[config.mk]
export PLATFORM = sky130hd
export DESIGN_NAME = door_lock_top
export DESIGN_NICKNAME = d
export VERILOG_FILES = /design/src/source/lock_pkg.sv /design/src/source/lock_regs_pkg.sv /design/src/source/attempt_guard.sv /design/src/source/button_debounce.sv /design/src/source/code_matcher.sv /design/src/source/door_fsm.sv /design/src/source/door_lock_top.sv /design/src/source/lock_config_regs.sv /design/src/source/ms_tick_gen.sv
export SDC_FILE = /design/constraint.sdc
export NUM_CORES = 1
export LEC_CHECK = 0
export BUFFER_PORTS_ARGS = -buffer_cell sky130_fd_sc_hd__buf_2
export CAP_MARGIN = 20
export CORE_AREA = 2 2 235 237
export DETAILED_ROUTE_END_ITERATION = 6
export DIE_AREA = 0 0 237 239
export PLACE_DENSITY = 0.78
export SLEW_MARGIN = 20
export SYNTH_ARGS = -nofsm -noshare
export SYNTH_HDL_FRONTEND = slang
export SYNTH_HIERARCHICAL = 1
export SYNTH_SLANG_ARGS = --single-unit
[constraint.sdc]
create_clock -name clk -period 24 [get_ports clk]
set_input_delay 4.8 -clock clk [delete_from_list [all_inputs] [get_ports clk]]
set_output_delay 4.8 -clock clk [all_outputs]
set_load 0.02 [all_outputs]
[src/source/lock_pkg.sv]
`default_nettype none

package lock_pkg;

    localparam int CODE_DIGITS    = 20;
    localparam int DISPLAY_DIGITS = 6;
    localparam int NUM_SLOTS      = 4;   // Stored user codes

    typedef logic [3:0] digit_t;

    // Digit 0 is the first key pressed and sits in bits 3:0
    typedef logic [CODE_DIGITS*4-1:0] code_t;

    typedef logic [NUM_SLOTS-1:0][CODE_DIGITS*4-1:0] code_bank_t;

    typedef logic [DISPLAY_DIGITS-1:0][3:0] display_t;

    localparam digit_t DIGIT_EMPTY   = 4'hF;
    localparam digit_t DIGIT_HASH    = 4'hB;  // Cancel key, also blank display
    localparam digit_t DIGIT_TIMEOUT = 4'hE;
    localparam digit_t DIGIT_FAIL    = 4'hA;  // One failed attempt mark

    localparam code_t CODE_EMPTY = {CODE_DIGITS{DIGIT_EMPTY}};

    typedef enum logic [3:0] {
        INIT,
        LOCKED,        // Bolt out, keypad live
        CHECKING,      // Waiting on the matcher
        LOCKOUT,       // Retry or block pause
        UNLATCHED,     // Bolt in, door shut
        OPEN,
        OPEN_ALARM,    // Door held open too long
        TIMEOUT_BEEP
    } door_state_t;

endpackage

`default_nettype wire

[src/source/lock_regs_pkg.sv]
`default_nettype none

package lock_regs_pkg;

    typedef logic [7:0]  apb_addr_t;
    typedef logic [31:0] apb_data_t;
    typedef logic [7:0]  secs_t;

    // Each code takes three words: bits 31:0, 63:32 and 79:64
    typedef enum logic [7:0] {
        CODE1_LO = 8'h00, CODE1_MID = 8'h04, CODE1_HI = 8'h08,
        CODE2_LO = 8'h0C, CODE2_MID = 8'h10, CODE2_HI = 8'h14,
        CODE3_LO = 8'h18, CODE3_MID = 8'h1C, CODE3_HI = 8'h20,
        CODE4_LO = 8'h24, CODE4_MID = 8'h28, CODE4_HI = 8'h2C,
        CTRL     = 8'h30
    } reg_addr_t;

    // CTRL fields
    localparam int CTRL_BEEP_EN_BIT = 0;
    localparam int CTRL_BEEP_LSB    = 4;
    localparam int CTRL_AUTO_LSB    = 12;

    localparam logic  RST_BEEP_EN     = 1'b1;
    localparam secs_t RST_BEEP_S      = 8'd5;
    localparam secs_t RST_AUTO_LOCK_S = 8'd5;

endpackage

`default_nettype wire

[src/source/attempt_guard.sv]
`timescale 1ns/1ps
`default_nettype none

module attempt_guard
    import lock_pkg::*;
#(
    parameter int RETRY_MS     = 1000,
    parameter int BLOCK_MS     = 30000,
    parameter int MAX_ATTEMPTS = 5
) (
    input  logic     clk,
    input  logic     rst,
    input  logic     ms_tick,
    input  logic     fail_pulse,
    input  logic     clear_attempts,
    output logic     lockout_done,
    output display_t digits
);

    localparam int PAUSE_MAX = (BLOCK_MS > RETRY_MS) ? BLOCK_MS : RETRY_MS;
    localparam int PW        = $clog2(PAUSE_MAX + 1);

    logic [2:0]    attempts;
    logic          pausing;
    logic [PW-1:0] pause_cnt;
    logic          blocked;
    logic [PW-1:0] pause_len;

    assign blocked   = (int'(attempts) > MAX_ATTEMPTS);
    assign pause_len = blocked ? PW'(BLOCK_MS) : PW'(RETRY_MS);

    always_ff @(posedge clk or posedge rst) begin
        if (rst) begin
            attempts     <= '0;
            pausing      <= 1'b0;
            pause_cnt    <= '0;
            lockout_done <= 1'b0;
        end else begin
            lockout_done <= 1'b0;
            if (fail_pulse) begin
                if (attempts != 3'd7)
                    attempts <= attempts + 1'b1;
                pausing   <= 1'b1;
                pause_cnt <= '0;
            end else if (clear_attempts) begin
                attempts <= '0;
            end else if (pausing && ms_tick) begin
                if (pause_cnt == pause_len - 1'b1) begin
                    pausing      <= 1'b0;
                    lockout_done <= 1'b1;
                    if (blocked)
                        attempts <= '0;   // Long pause served, start over
                end else begin
                    pause_cnt <= pause_cnt + 1'b1;
                end
            end
        end
    end

    // One mark per failed attempt, from digit 0 upward
    always_comb begin
        for (int k = 0; k < DISPLAY_DIGITS; k++)
            digits[k] = (k < int'(attempts)) ? DIGIT_FAIL : DIGIT_HASH;
    end

endmodule

`default_nettype wire

[src/source/button_debounce.sv]
`timescale 1ns/1ps
`default_nettype none

module button_debounce #(
    parameter int DEBOUNCE_MS = 100
) (
    input  logic clk,
    input  logic rst,
    input  logic ms_tick,
    input  logic button,
    output logic press
);

    localparam int HW = $clog2(DEBOUNCE_MS + 1);

    logic          button_meta;
    logic          button_sync;
    logic [HW-1:0] held;   // Ticks the button has been down

    // Two-stage synchronizer for the raw button
    always_ff @(posedge clk or posedge rst) begin
        if (rst) begin
            button_meta <= 1'b0;
            button_sync <= 1'b0;
        end else begin
            button_meta <= button;
            button_sync <= button_meta;
        end
    end

    always_ff @(posedge clk or posedge rst) begin
        if (rst) begin
            held  <= '0;
            press <= 1'b0;
        end else if (button_sync) begin
            press <= 1'b0;
            if (ms_tick && held != HW'(DEBOUNCE_MS))
                held <= held + 1'b1;   // Saturates at the debounce time
        end else begin
            // Released, long enough presses count once
            press <= (held == HW'(DEBOUNCE_MS));
            held  <= '0;
        end
    end

endmodule

`default_nettype wire

[src/source/code_matcher.sv]
`timescale 1ns/1ps
`default_nettype none

module code_matcher
    import lock_pkg::*;
(
    input  logic       clk,
    input  logic       rst,
    input  logic       start,
    input  code_t      entered,
    input  code_bank_t slot_codes,
    output logic       done,
    output logic       ok
);

    localparam int SW = $clog2(NUM_SLOTS);

    logic          busy;
    logic [SW-1:0] slot;
    logic          slot_hit;
    logic          last_slot;

    // An erased slot must never open the door
    assign slot_hit  = (slot_codes[slot] == entered) && (slot_codes[slot] != CODE_EMPTY);
    assign last_slot = (slot == SW'(NUM_SLOTS - 1));

    always_ff @(posedge clk or posedge rst) begin
        if (rst) begin
            busy <= 1'b0;
            slot <= '0;
            done <= 1'b0;
            ok   <= 1'b0;
        end else begin
            done <= 1'b0;
            ok   <= 1'b0;
            if (start) begin
                busy <= 1'b1;
                slot <= '0;   // Slot 1 first
            end else if (busy) begin
                if (slot_hit || last_slot) begin
                    busy <= 1'b0;
                    done <= 1'b1;
                    ok   <= slot_hit;
                end else begin
                    slot <= slot + 1'b1;
                end
            end
        end
    end

endmodule

`default_nettype wire

[src/source/door_fsm.sv]
`timescale 1ns/1ps
`default_nettype none

module door_fsm
    import lock_pkg::*;
    import lock_regs_pkg::*;
#(
    parameter int MS_PER_S = 1000
) (
    input  logic  clk,
    input  logic  rst,
    input  logic  ms_tick,
    input  logic  door_open,
    input  logic  unlatch_press,
    input  code_t code_in,
    input  logic  code_valid,
    input  logic  match_done,
    input  logic  match_ok,
    input  logic  lockout_done,
    input  logic  beep_en,
    input  secs_t beep_s,
    input  secs_t auto_lock_s,
    output logic  match_start,
    output code_t entered,
    output logic  fail_pulse,
    output logic  clear_attempts,
    output logic  lock_bolt,
    output logic  buzzer,
    output logic  keypad_en
);

    // Wide enough for the largest setting in ms ticks
    localparam int DW = $clog2((2 ** $bits(secs_t)) * MS_PER_S);

    door_state_t   state;
    door_state_t   state_nxt;
    logic [DW-1:0] dwell;             // Ticks spent in the current state
    logic [DW-1:0] auto_lock_ticks;
    logic [DW-1:0] beep_ticks;
    logic          key_strobe;
    logic          check_go;

    assign auto_lock_ticks = DW'(auto_lock_s) * DW'(MS_PER_S);
    assign beep_ticks      = DW'(beep_s) * DW'(MS_PER_S);
    assign key_strobe      = code_valid && keypad_en;   // Strobes are dropped otherwise
    assign check_go        = (state_nxt == CHECKING) && (state != CHECKING);

    always_comb begin
        state_nxt = state;
        case (state)
            INIT: begin
                if (!door_open)
                    state_nxt = LOCKED;
            end
            LOCKED, TIMEOUT_BEEP: begin
                state_nxt = LOCKED;   // Timeout beep lasts a single cycle
                if (unlatch_press) begin
                    state_nxt = UNLATCHED;
                end else if (key_strobe) begin
                    case (code_in[3:0])
                        DIGIT_TIMEOUT:           state_nxt = TIMEOUT_BEEP;
                        DIGIT_HASH, DIGIT_EMPTY: state_nxt = LOCKED;   // Cancelled entry
                        default:                 state_nxt = CHECKING;
                    endcase
                end
            end
            CHECKING: begin
                if (match_done)
                    state_nxt = match_ok ? UNLATCHED : LOCKOUT;
            end
            LOCKOUT: begin
                if (lockout_done)
                    state_nxt = LOCKED;
            end
            UNLATCHED: begin
                if (door_open)
                    state_nxt = OPEN;
                else if (unlatch_press || dwell >= auto_lock_ticks)
                    state_nxt = LOCKED;
            end
            OPEN: begin
                if (!door_open)
                    state_nxt = UNLATCHED;
                else if (beep_en && dwell >= beep_ticks)
                    state_nxt = OPEN_ALARM;
            end
            OPEN_ALARM: begin
                if (!door_open)
                    state_nxt = UNLATCHED;
            end
            default: state_nxt = INIT;
        endcase
    end

    always_ff @(posedge clk or posedge rst) begin
        if (rst) begin
            state       <= INIT;
            dwell       <= '0;
            match_start <= 1'b0;
        end else begin
            state       <= state_nxt;
            match_start <= check_go;
            if (state_nxt != state)
                dwell <= '0;
            else if (ms_tick && dwell != '1)
                dwell <= dwell + 1'b1;
        end
    end

    // Entered code held for the matcher
    always_ff @(posedge clk) begin
        if (check_go)
            entered <= code_in;
    end

    assign fail_pulse     = (state == CHECKING) && match_done && !match_ok;
    assign clear_attempts = (state == CHECKING) && match_done && match_ok;

    assign lock_bolt = (state inside {LOCKED, CHECKING, LOCKOUT, TIMEOUT_BEEP});
    assign keypad_en = (state inside {LOCKED, TIMEOUT_BEEP});
    assign buzzer    = (state inside {OPEN_ALARM, TIMEOUT_BEEP});

endmodule

`default_nettype wire

[src/source/door_lock_top.sv]
`timescale 1ns/1ps
`default_nettype none

module door_lock_top
    import lock_pkg::*;
    import lock_regs_pkg::*;
#(
    parameter int CLK_PER_MS   = 50000,
    parameter int MS_PER_S     = 1000,
    parameter int DEBOUNCE_MS  = 100,
    parameter int RETRY_MS     = 1000,
    parameter int BLOCK_MS     = 30000,
    parameter int MAX_ATTEMPTS = 5
) (
    input  logic      clk,
    input  logic      rst,
    input  apb_addr_t paddr,
    input  logic      psel,
    input  logic      penable,
    input  logic      pwrite,
    input  apb_data_t pwdata,
    output apb_data_t prdata,
    output logic      pready,
    output logic      pslverr,
    input  logic      door_open,
    input  logic      inside_button,
    input  code_t     code_in,
    input  logic      code_valid,
    output logic      lock_bolt,
    output logic      buzzer,
    output logic      keypad_en,
    output display_t  digits
);

    logic       ms_tick;
    logic       unlatch_press;
    logic       match_start;
    logic       match_done;
    logic       match_ok;
    code_t      entered;
    logic       fail_pulse;
    logic       clear_attempts;
    logic       lockout_done;
    code_bank_t slot_codes;
    logic       beep_en;
    secs_t      beep_s;
    secs_t      auto_lock_s;

    ms_tick_gen #(.CLK_PER_MS(CLK_PER_MS)) u_tick (
        .clk(clk), .rst(rst), .ms_tick(ms_tick)
    );

    button_debounce #(.DEBOUNCE_MS(DEBOUNCE_MS)) u_button (
        .clk(clk), .rst(rst), .ms_tick(ms_tick),
        .button(inside_button), .press(unlatch_press)
    );

    lock_config_regs u_regs (
        .clk(clk), .rst(rst),
        .paddr(paddr), .psel(psel), .penable(penable), .pwrite(pwrite), .pwdata(pwdata),
        .prdata(prdata), .pready(pready), .pslverr(pslverr),
        .slot_codes(slot_codes), .beep_en(beep_en), .beep_s(beep_s),
        .auto_lock_s(auto_lock_s)
    );

    code_matcher u_matcher (
        .clk(clk), .rst(rst), .start(match_start), .entered(entered),
        .slot_codes(slot_codes), .done(match_done), .ok(match_ok)
    );

    attempt_guard #(
        .RETRY_MS(RETRY_MS), .BLOCK_MS(BLOCK_MS), .MAX_ATTEMPTS(MAX_ATTEMPTS)
    ) u_guard (
        .clk(clk), .rst(rst), .ms_tick(ms_tick), .fail_pulse(fail_pulse),
        .clear_attempts(clear_attempts), .lockout_done(lockout_done), .digits(digits)
    );

    door_fsm #(.MS_PER_S(MS_PER_S)) u_fsm (
        .clk(clk), .rst(rst), .ms_tick(ms_tick),
        .door_open(door_open), .unlatch_press(unlatch_press),
        .code_in(code_in), .code_valid(code_valid),
        .match_done(match_done), .match_ok(match_ok), .lockout_done(lockout_done),
        .beep_en(beep_en), .beep_s(beep_s), .auto_lock_s(auto_lock_s),
        .match_start(match_start), .entered(entered),
        .fail_pulse(fail_pulse), .clear_attempts(clear_attempts),
        .lock_bolt(lock_bolt), .buzzer(buzzer), .keypad_en(keypad_en)
    );

endmodule

`default_nettype wire

[src/source/lock_config_regs.sv]
`timescale 1ns/1ps
`default_nettype none

module lock_config_regs
    import lock_pkg::*;
    import lock_regs_pkg::*;
(
    input  logic       clk,
    input  logic       rst,
    input  apb_addr_t  paddr,
    input  logic       psel,
    input  logic       penable,
    input  logic       pwrite,
    input  apb_data_t  pwdata,
    output apb_data_t  prdata,
    output logic       pready,
    output logic       pslverr,
    output code_bank_t slot_codes,
    output logic       beep_en,
    output secs_t      beep_s,
    output secs_t      auto_lock_s
);

    localparam int SW = $clog2(NUM_SLOTS);
    localparam int TW = $bits(secs_t);

    logic [5:0]    word_idx;
    logic [SW-1:0] slot_idx;
    logic [1:0]    word_part;   // 0 low, 1 mid, 2 high
    logic          is_ctrl;
    logic          is_code;
    logic          addr_ok;
    logic          wr_en;

    assign word_idx  = paddr[7:2];
    assign slot_idx  = SW'(word_idx / 6'd3);
    assign word_part = 2'(word_idx % 6'd3);
    assign is_ctrl   = (paddr == CTRL);
    assign is_code   = (paddr[1:0] == 2'b00) && (paddr < CTRL);
    assign addr_ok   = is_ctrl || is_code;
    assign wr_en     = psel && penable && pwrite && addr_ok;

    assign pready  = 1'b1;   // No wait states
    assign pslverr = psel && penable && !addr_ok;

    always_ff @(posedge clk or posedge rst) begin
        if (rst) begin
            slot_codes  <= {NUM_SLOTS{CODE_EMPTY}};
            beep_en     <= RST_BEEP_EN;
            beep_s      <= RST_BEEP_S;
            auto_lock_s <= RST_AUTO_LOCK_S;
        end else if (wr_en) begin
            if (is_ctrl) begin
                beep_en     <= pwdata[CTRL_BEEP_EN_BIT];
                beep_s      <= pwdata[CTRL_BEEP_LSB +: TW];
                auto_lock_s <= pwdata[CTRL_AUTO_LSB +: TW];
            end else begin
                case (word_part)
                    2'd0:    slot_codes[slot_idx][31:0]  <= pwdata;
                    2'd1:    slot_codes[slot_idx][63:32] <= pwdata;
                    default: slot_codes[slot_idx][79:64] <= pwdata[15:0];
                endcase
            end
        end
    end

    // Readback, unmapped addresses read as zero
    always_comb begin
        prdata = '0;
        if (is_ctrl) begin
            prdata[CTRL_BEEP_EN_BIT]     = beep_en;
            prdata[CTRL_BEEP_LSB +: TW] = beep_s;
            prdata[CTRL_AUTO_LSB +: TW] = auto_lock_s;
        end else if (is_code) begin
            case (word_part)
                2'd0:    prdata = slot_codes[slot_idx][31:0];
                2'd1:    prdata = slot_codes[slot_idx][63:32];
                default: prdata = {16'h0, slot_codes[slot_idx][79:64]};
            endcase
        end
    end

endmodule

`default_nettype wire

[src/source/ms_tick_gen.sv]
`timescale 1ns/1ps
`default_nettype none

module ms_tick_gen #(
    parameter int CLK_PER_MS = 50000
) (
    input  logic clk,
    input  logic rst,
    output logic ms_tick
);

    localparam int CW = (CLK_PER_MS > 1) ? $clog2(CLK_PER_MS) : 1;

    logic [CW-1:0] count;

    always_ff @(posedge clk or posedge rst) begin
        if (rst) begin
            count   <= '0;
            ms_tick <= 1'b0;
        end else if (count == CW'(CLK_PER_MS - 1)) begin
            count   <= '0;   // Wrap, one pulse per millisecond
            ms_tick <= 1'b1;
        end else begin
            count   <= count + 1'b1;
            ms_tick <= 1'b0;
        end
    end

endmodule

`default_nettype wire

==> results of run 1 <==
## power breakdown
part / leakage [nW] / switching, W / internal, W
Clock: 0.921 / 0.000347 / 0.000530
Sequential: 5.26 / 0.0000506 / 0.000890
Combinational: 7.92 / 0.000222 / 0.000149
Total: 14.1 / 0.000620 / 0.00157
## worst max-delay path, delay by kind of cell
family | cells | cell delay [ps]
AO/OA/AOI/OAI | 6 | 1940
buffers and inverters | 4 | 1610
AND/OR/NAND/NOR | 5 | 1180
XOR/XNOR | 1 | 190
adder cells (fa/ha/maj) | 2 | 610
## kinds of logic (layout without fill, tap and decap cells)
family,Yosys count,in the layout,share of synthesized area
other cells,4,25,0.000511
compound gates,305,305,0.0701
buf+inv,252,396,0.0464
flops,492,492,0.447
fa+ha+maj,160,160,0.0788
mux,437,437,0.209
simple gates,560,560,0.105
xor+xnor,146,146,0.0435
## metrics by stage
stage	util	area, um^2
after floorplan	-	29400
after global placement	0.561	30500
after detailed placement	0.561	30500
after CTS	0.595	32300
after global routing	0.596	32400
final	0.596	32400
## routing by layer
| metal | track usage | vias up | wire length (um) |
|---|---|---|---|
| li1 | - | 8929 | - |
| met1 | 0.389 | 10581 | 32500 |
| met2 | 0.453 | 1184 | 38000 |
| met3 | 0.0598 | 226 | 8400 |
| met4 | 0.127 | 2 | 3890 |
| met5 | 0 | - | 13 |
## final timing paths
path | end | slack, ps
min reg2reg | u_button/button_sync | 360
max in group asynchronous | asynchronous set/reset pin | 17510
min in group asynchronous | u_matcher/busy | 4220
max | prdata[1] | 8840
max reg2reg | u_fsm/entered[49] | 16400
min | u_button/button_sync | 360
## layout by cell type (no fill, tap or decap), drive strengths merged, types with 10 or more instances in the layout
master / count
buf: 201
xnor2: 65
dfrtp: 87
nor3: 37
mux2: 354
clkbuf: 78
edfxtp: 80
o22ai: 75
mux4: 80
a21oi: 67
inv: 101
o211ai: 17
or4: 19
or3: 22
a22o: 12
nand4: 55
nor2: 186
nor2b: 10
ha: 117
dfstp: 325
nand2: 48
conb: 20
xor2: 81
o21ai: 58
nand2b: 19
nand3: 38
fa: 42
nor4: 66
## final cells by class
type	count	area share
inverter	98	0.0116
sequential	492	0.405
clock buffer	78	0.0486
timing repair buffer	201	0.0346
clock inverter	19	0.00919
tap	704	0.0272
antenna	5	0.000386
multi-input combinational	1628	0.463
==> summary.md, run 1 <==
| Metric | Value |
|---|---|
| Die Width | approximately 240 um |
| Post-synth EDFFs | 80 |
| Area grow syn2layout | 10.3% |
| Number of nets in the layout | about 2800 |
| Setup Slack @ Placement | around 9000 ps |
| IO buf count | ~170 |
| Avg Cell Area, Syn | roughly 12 um^2 |
| Min Tclk post-route | 15160 ps |
| DP HPWL | roughly 56000 um |
| Pwr dens | between 60 and 70 mW/mm^2 |
| Placer Congestion | 0.927 |
| TritonCTS clock tree | done |
| CTS clk-pin slew, worst paths | approximately 50 ps |
| Total die area | ~0.057 mm^2 |
| Crit-path max cell delay | 640 ps |
| FF+latch area | ~0.013 mm^2 |
| H-tree Lvls | 2 |
| Fin. max-slew vios | 0 |
| Least-Margin Pin Slew | roughly 1200 ps |
| Core Footprint | between 0.05 and 0.06 mm^2 |
| Startpoint types | input port |
| Syn Inst Count | approximately 2400 |
| Seq/Total Area, Yosys | 0.447 |
| Arr. time, crit path | between 10000 and 15000 ps |
| Worst hold slack | around 360 ps |
| Hold path start | u_button/button_meta |
| RSZ-0062 raised after global routing | no |
| Root buffer cell | clkbuf_16 |
| Reg2Reg Depth | 24 |
| Final Setup Violations | 0 |
| Total power | between 0.002 and 0.0025 W |
| Vias/cell | between 6 and 7 |
| CP Class | input port to output port |
| Setup Skew | approximately 33 ps |
| Crit path cell chain | buf_2 > xnor2_1 > a211oi_2 > nor2_1 > ha_1 > or4_1 > o21ai_2 > a21oi_1 > ha_1 > o221a_2 > a311oi_4 > buf_4 > buf_4 > nor2_1 > nor4_1 > nor3_1 > a211oi_1 > buf_2 |
| Setup TNS | 0 ps |
| Mapped cell area | about 0.03 mm^2 |
| GR Util All Layers | 0.289 |
| Worst Path Max Fanout | between 40 and 50 |
| Most instantiated cells after synthesis | dfstp_2 (325), mux2_2 (216), nor2_1 (182) |
| Inst Count DP | roughly 3100 |
| Top-level I/O count | about 190 |
| Setup repair bufs after CTS | 0 |
| Largest net degree at the start of global routing | around 110 |
| Sink Count | a little under 500 |
| # rows | 86 |
| Die height | 239 um |
| Max-cap check violation count | 0 |
| First-pass GRT wire length | about 130000 um |
| Drt drc | 0 |
| Ranking of synthesized cells by area | dfstp_2 (29%), mux2_2 (8.3%), edfxtp_1 (8.2%) |
| Hold-fix buffers at CTS | 0 |
| Antenna violations before repair | 3 |
| Clk buf depth | 3 |
| Most frequent cell after synthesis | dfstp_2 |
| Synth Flop Type | dfstp_2 |
| Critical Path Start | paddr[4] |
| Post-CTS sizing | 0 |
| Final Hold Viols | 0 |
| Final WL | just over 80000 um |
| Post-synth top area share | 0.291 |
| Antenna viol nets, final | 0 |
| Synthesized flop and latch total | between 400 and 500 |
| Cell taking the most area after synthesis | dfstp_2 |
| Final worst-path cycle share | 0.632 |
| Post-layout worst setup margin | 8840 ps |
| Fill cells | 4168 |
| Initial DRT Pass Iterations | 5 |
| Worst vdd ir | 56.8 uV |
| Routed via count | 20922 |
| Final cell count without fillers | approximately 3200 |
| Static leakage | 14.1 nW |
| Worst Path Required | 19200 ps |
| Distinct cells, synth | between 100 and 150 |
| Footprint of the multi-input gates | 0.0150 mm^2 |
| R2r startpoint | u_regs/beep_s[1] |
| FMAX | approximately 66 MHz |
| CTS Buf Count | 53 |
| Share of post-route cells with drive strength above 1 | 0.403 |
| Critical Path Slowest Stage Cell | a211oi_1 |
| GR Overflow Total | 0 |
| Yosys warning count | 6 |
| CP Capture Type | output port |
| Clk Latency, worst-skew pair | roughly 630 ps |
| Status | completed |
| Starting Density | 0.541 |
| Worst Hold Class | flip-flop to flip-flop |
| Wire length per cell | 25.7 um |
| Detailed Route Iter0 Violations | 2304 |
| Vias in the first global route | 20914 |
| Hold Path Depth | 0 |
| Worst relative slew slack | 0.189 |
| Fraction of registers with async set/reset | 0.837 |
Note: power is estimated with default switching activity, not from simulation.
==> run 2: changes to the inputs <==
Clock period 24 ns to 14.2 ns, I/O delays scaled along.
==> run 2 against run 1 <==
Against the previous run:
- utilization increased by 0.12 points
- clock power increased by 72%
- power increased by 70%
- global-route usage decreased by 0.26 points
- die area unchanged
- count of clock-buffer cells in the layout increased by 5
- sequential share of layout area decreased by 0.078 points
- clock skew decreased by 1.1 ps
- sequential power increased by 69%
- non-clock buffer count unchanged
- critical path depth unchanged
==> summary.md, run 2 (synthesized netlist as in run 1, its figures left out) <==
| Metric | Value |
|---|---|
| R2r startpoint | u_regs/beep_s[1] |
| Worst Path Max Fanout | 41 |
| Pwr dens | 115 mW/mm^2 |
| Hold-fix buffers at CTS | 0 |
| Final worst-path cycle share | 0.781 |
| Vias in the first global route | between 20000 and 25000 |
| IO buf count | roughly 170 |
| Top-level I/O count | approximately 190 |
| CTS clk-pin slew, worst paths | roughly 60 ps |
| Core Footprint | 0.0543 mm^2 |
| R2r setup slk | 6600 ps |
| Worst vdd ir | approximately 110 uV |
| Sink Count | approximately 490 |
| DP HPWL | about 55000 um |
| Startpoint types | input port |
| Total die area | 0.0566 mm^2 |
| Setup Slack @ Placement | 3280 ps |
| Static leakage | about 14 nW |
| RSZ-0062 raised after global routing | no |
| CTS Buf Count | 52 |
| Setup TNS | 0 ps |
| GR Util All Layers | 0.286 |
| Endpoint, Worst Hold | u_button/button_sync |
| Post-CTS sizing | 0 |
| Final Hold Viols | 0 |
| TritonCTS clock tree | done |
| Arr. time, crit path | roughly 8300 ps |
| Sw frac | 0.283 |
| Share of post-route cells with drive strength above 1 | 0.405 |
| Largest net degree at the start of global routing | about 110 |
| Total power | 0.00372 W |
| CP Capture Type | output port |
| FMAX | between 90 and 100 MHz |
| Drt drc | 0 |
| Detailed Route Iter0 Violations | between 2000 and 2500 |
| Min Tclk post-route | 11090 ps |
| Int Pwr | 0.00267 W |
| Area grow syn2layout | 10.5% |
| Vias/cell | 6.45 |
| Psw | 0.00105 W |
| Wire length per cell | 25.4 um |
| Setup repair bufs after CTS | 0 |
| Commonest cells after routing, fill and taps aside | dfstp_2 (325), mux2_2 (216), nor2_1 (182) |
| Antenna violations before repair | 5 |
| Hold path start | u_button/button_meta |
| Clk Latency, worst-skew pair | between 600 and 700 ps |
| Fin. max-slew vios | 0 |
| Antenna viol nets, final | 0 |
| Starting Density | 0.541 |
| Clock share of power | 0.405 |
| Least-Margin Pin Slew | between 1000 and 1500 ps |
| Placer Congestion | 0.925 |
| Worst relative slew slack | 0.192 |
| Number of nets in the layout | 2760 |
| Root buffer cell | clkbuf_16 |
| Worst Path Required | approximately 11000 ps |
| Routed via count | about 21000 |
| CP Class | input port to output port |
| Die Width | approximately 240 um |
| Clk buf depth | 3 |
| Die height | ~240 um |
| Status | completed |
| Sequential Power Share | 0.427 |
| # rows | 86 |
| Hold Path Depth | 0 |
| Final WL | about 82000 um |
| Post-layout worst setup margin | 3110 ps |
| Final Setup Violations | 0 |
| Initial DRT Pass Iterations | 6 |
| Worst Hold Class | flip-flop to flip-flop |
| Setup Skew | 31.8 ps |
| H-tree Lvls | 2 |
| First-pass GRT wire length | 125000 um |
| Commonest non-fill, non-tap cell in the layout | dfstp_2 |
| Reg2Reg Depth | 24 |
| Max-cap check violation count | 0 |
| Combinational power share | 0.168 |
| Reg2reg end | u_fsm/entered[49] |
| GR Overflow Total | 0 |
run 2: changes by cell type in the layout (fill, tap and decap cells not counted):
cell	previous run	this run
clkinv_16	0	2
clkbuf_16	56	55
clkinv_8	0	1
clkbuf_4	0	1
inv_16	2	0
clkbuf_1	13	10
clkbuf_8	9	17
bufinv_16	7	6
clkinv_1	3	0
inv_4	1	0
diode_2	5	2
run 2: critical path: stages:
cell	delay [ps]
buf_2	180
and3b_1	230
nor3b_2	390
nor2_1	160
ha_1	310
or4_1	590
o21ai_2	190
a21oi_1	130
ha_1	280
o221a_2	320
a311oi_4	190
buf_4	530
buf_4	600
nor2_1	80
nor4_1	250
nor3_1	80
a211oi_1	570
buf_2	280
run 2: final cells by class:
cell class	count	area, um^2
inverters	98	375
fillers	4105	21900
well taps	704	881
repair buffers	201	1120
diodes	2	5.00
multi-input cells	1628	15000
flip-flops and latches	492	13100
clock buffers	83	1660
clock inverters	15	287
run 2: stage by stage:
step                      hold WS [ps]  utilization  area, um^2  instances
after floorplan                    331            -       29400       2372
after global placement             336        0.561       30500       3121
after detailed placement           341        0.561       30500       3122
after CTS                          355        0.597       32400       3220
after global routing               370        0.597       32500       3221
final                              356        0.597       32500       3223
run 2: how the worst max path moves through the flow:
stage | startpoint | to | slack, ps | cells after the start
global placement | paddr[5] | prdata[1] | 3420 | 18
floorplan | u_regs/beep_s[2] | u_fsm/match_start | 400 | 23
detailed placement | paddr[4] | prdata[1] | 3280 | 18
CTS | paddr[5] | prdata[1] | 3260 | 18
finish | paddr[5] | prdata[1] | 3110 | 18
global route | paddr[5] | prdata[1] | 2860 | 18
run 2: power groups by stage:
| stage | Combinational, W | Sequential (W) | Clock, W |
|---|---|---|---|
| after floorplan | 0.000526 | 0.00155 | 0 |
| after global placement | 0.000596 | 0.00161 | 0 |
| after detailed placement | 0.000612 | 0.00161 | 0 |
| after CTS | 0.000614 | 0.00159 | 0.00153 |
| after global routing | 0.000662 | 0.00159 | 0.00159 |
| final | 0.000625 | 0.00159 | 0.00151 |
run 2: per-layer routing:
metal | wire, um | global-route usage | vias to the layer above
li1 | - | - | 8924
met1 | 32000 | 0.379 | 10430
met2 | 37000 | 0.445 | 1160
met3 | 8550 | 0.0708 | 259
met4 | 4110 | 0.133 | 6
met5 | 34 | 0 | -
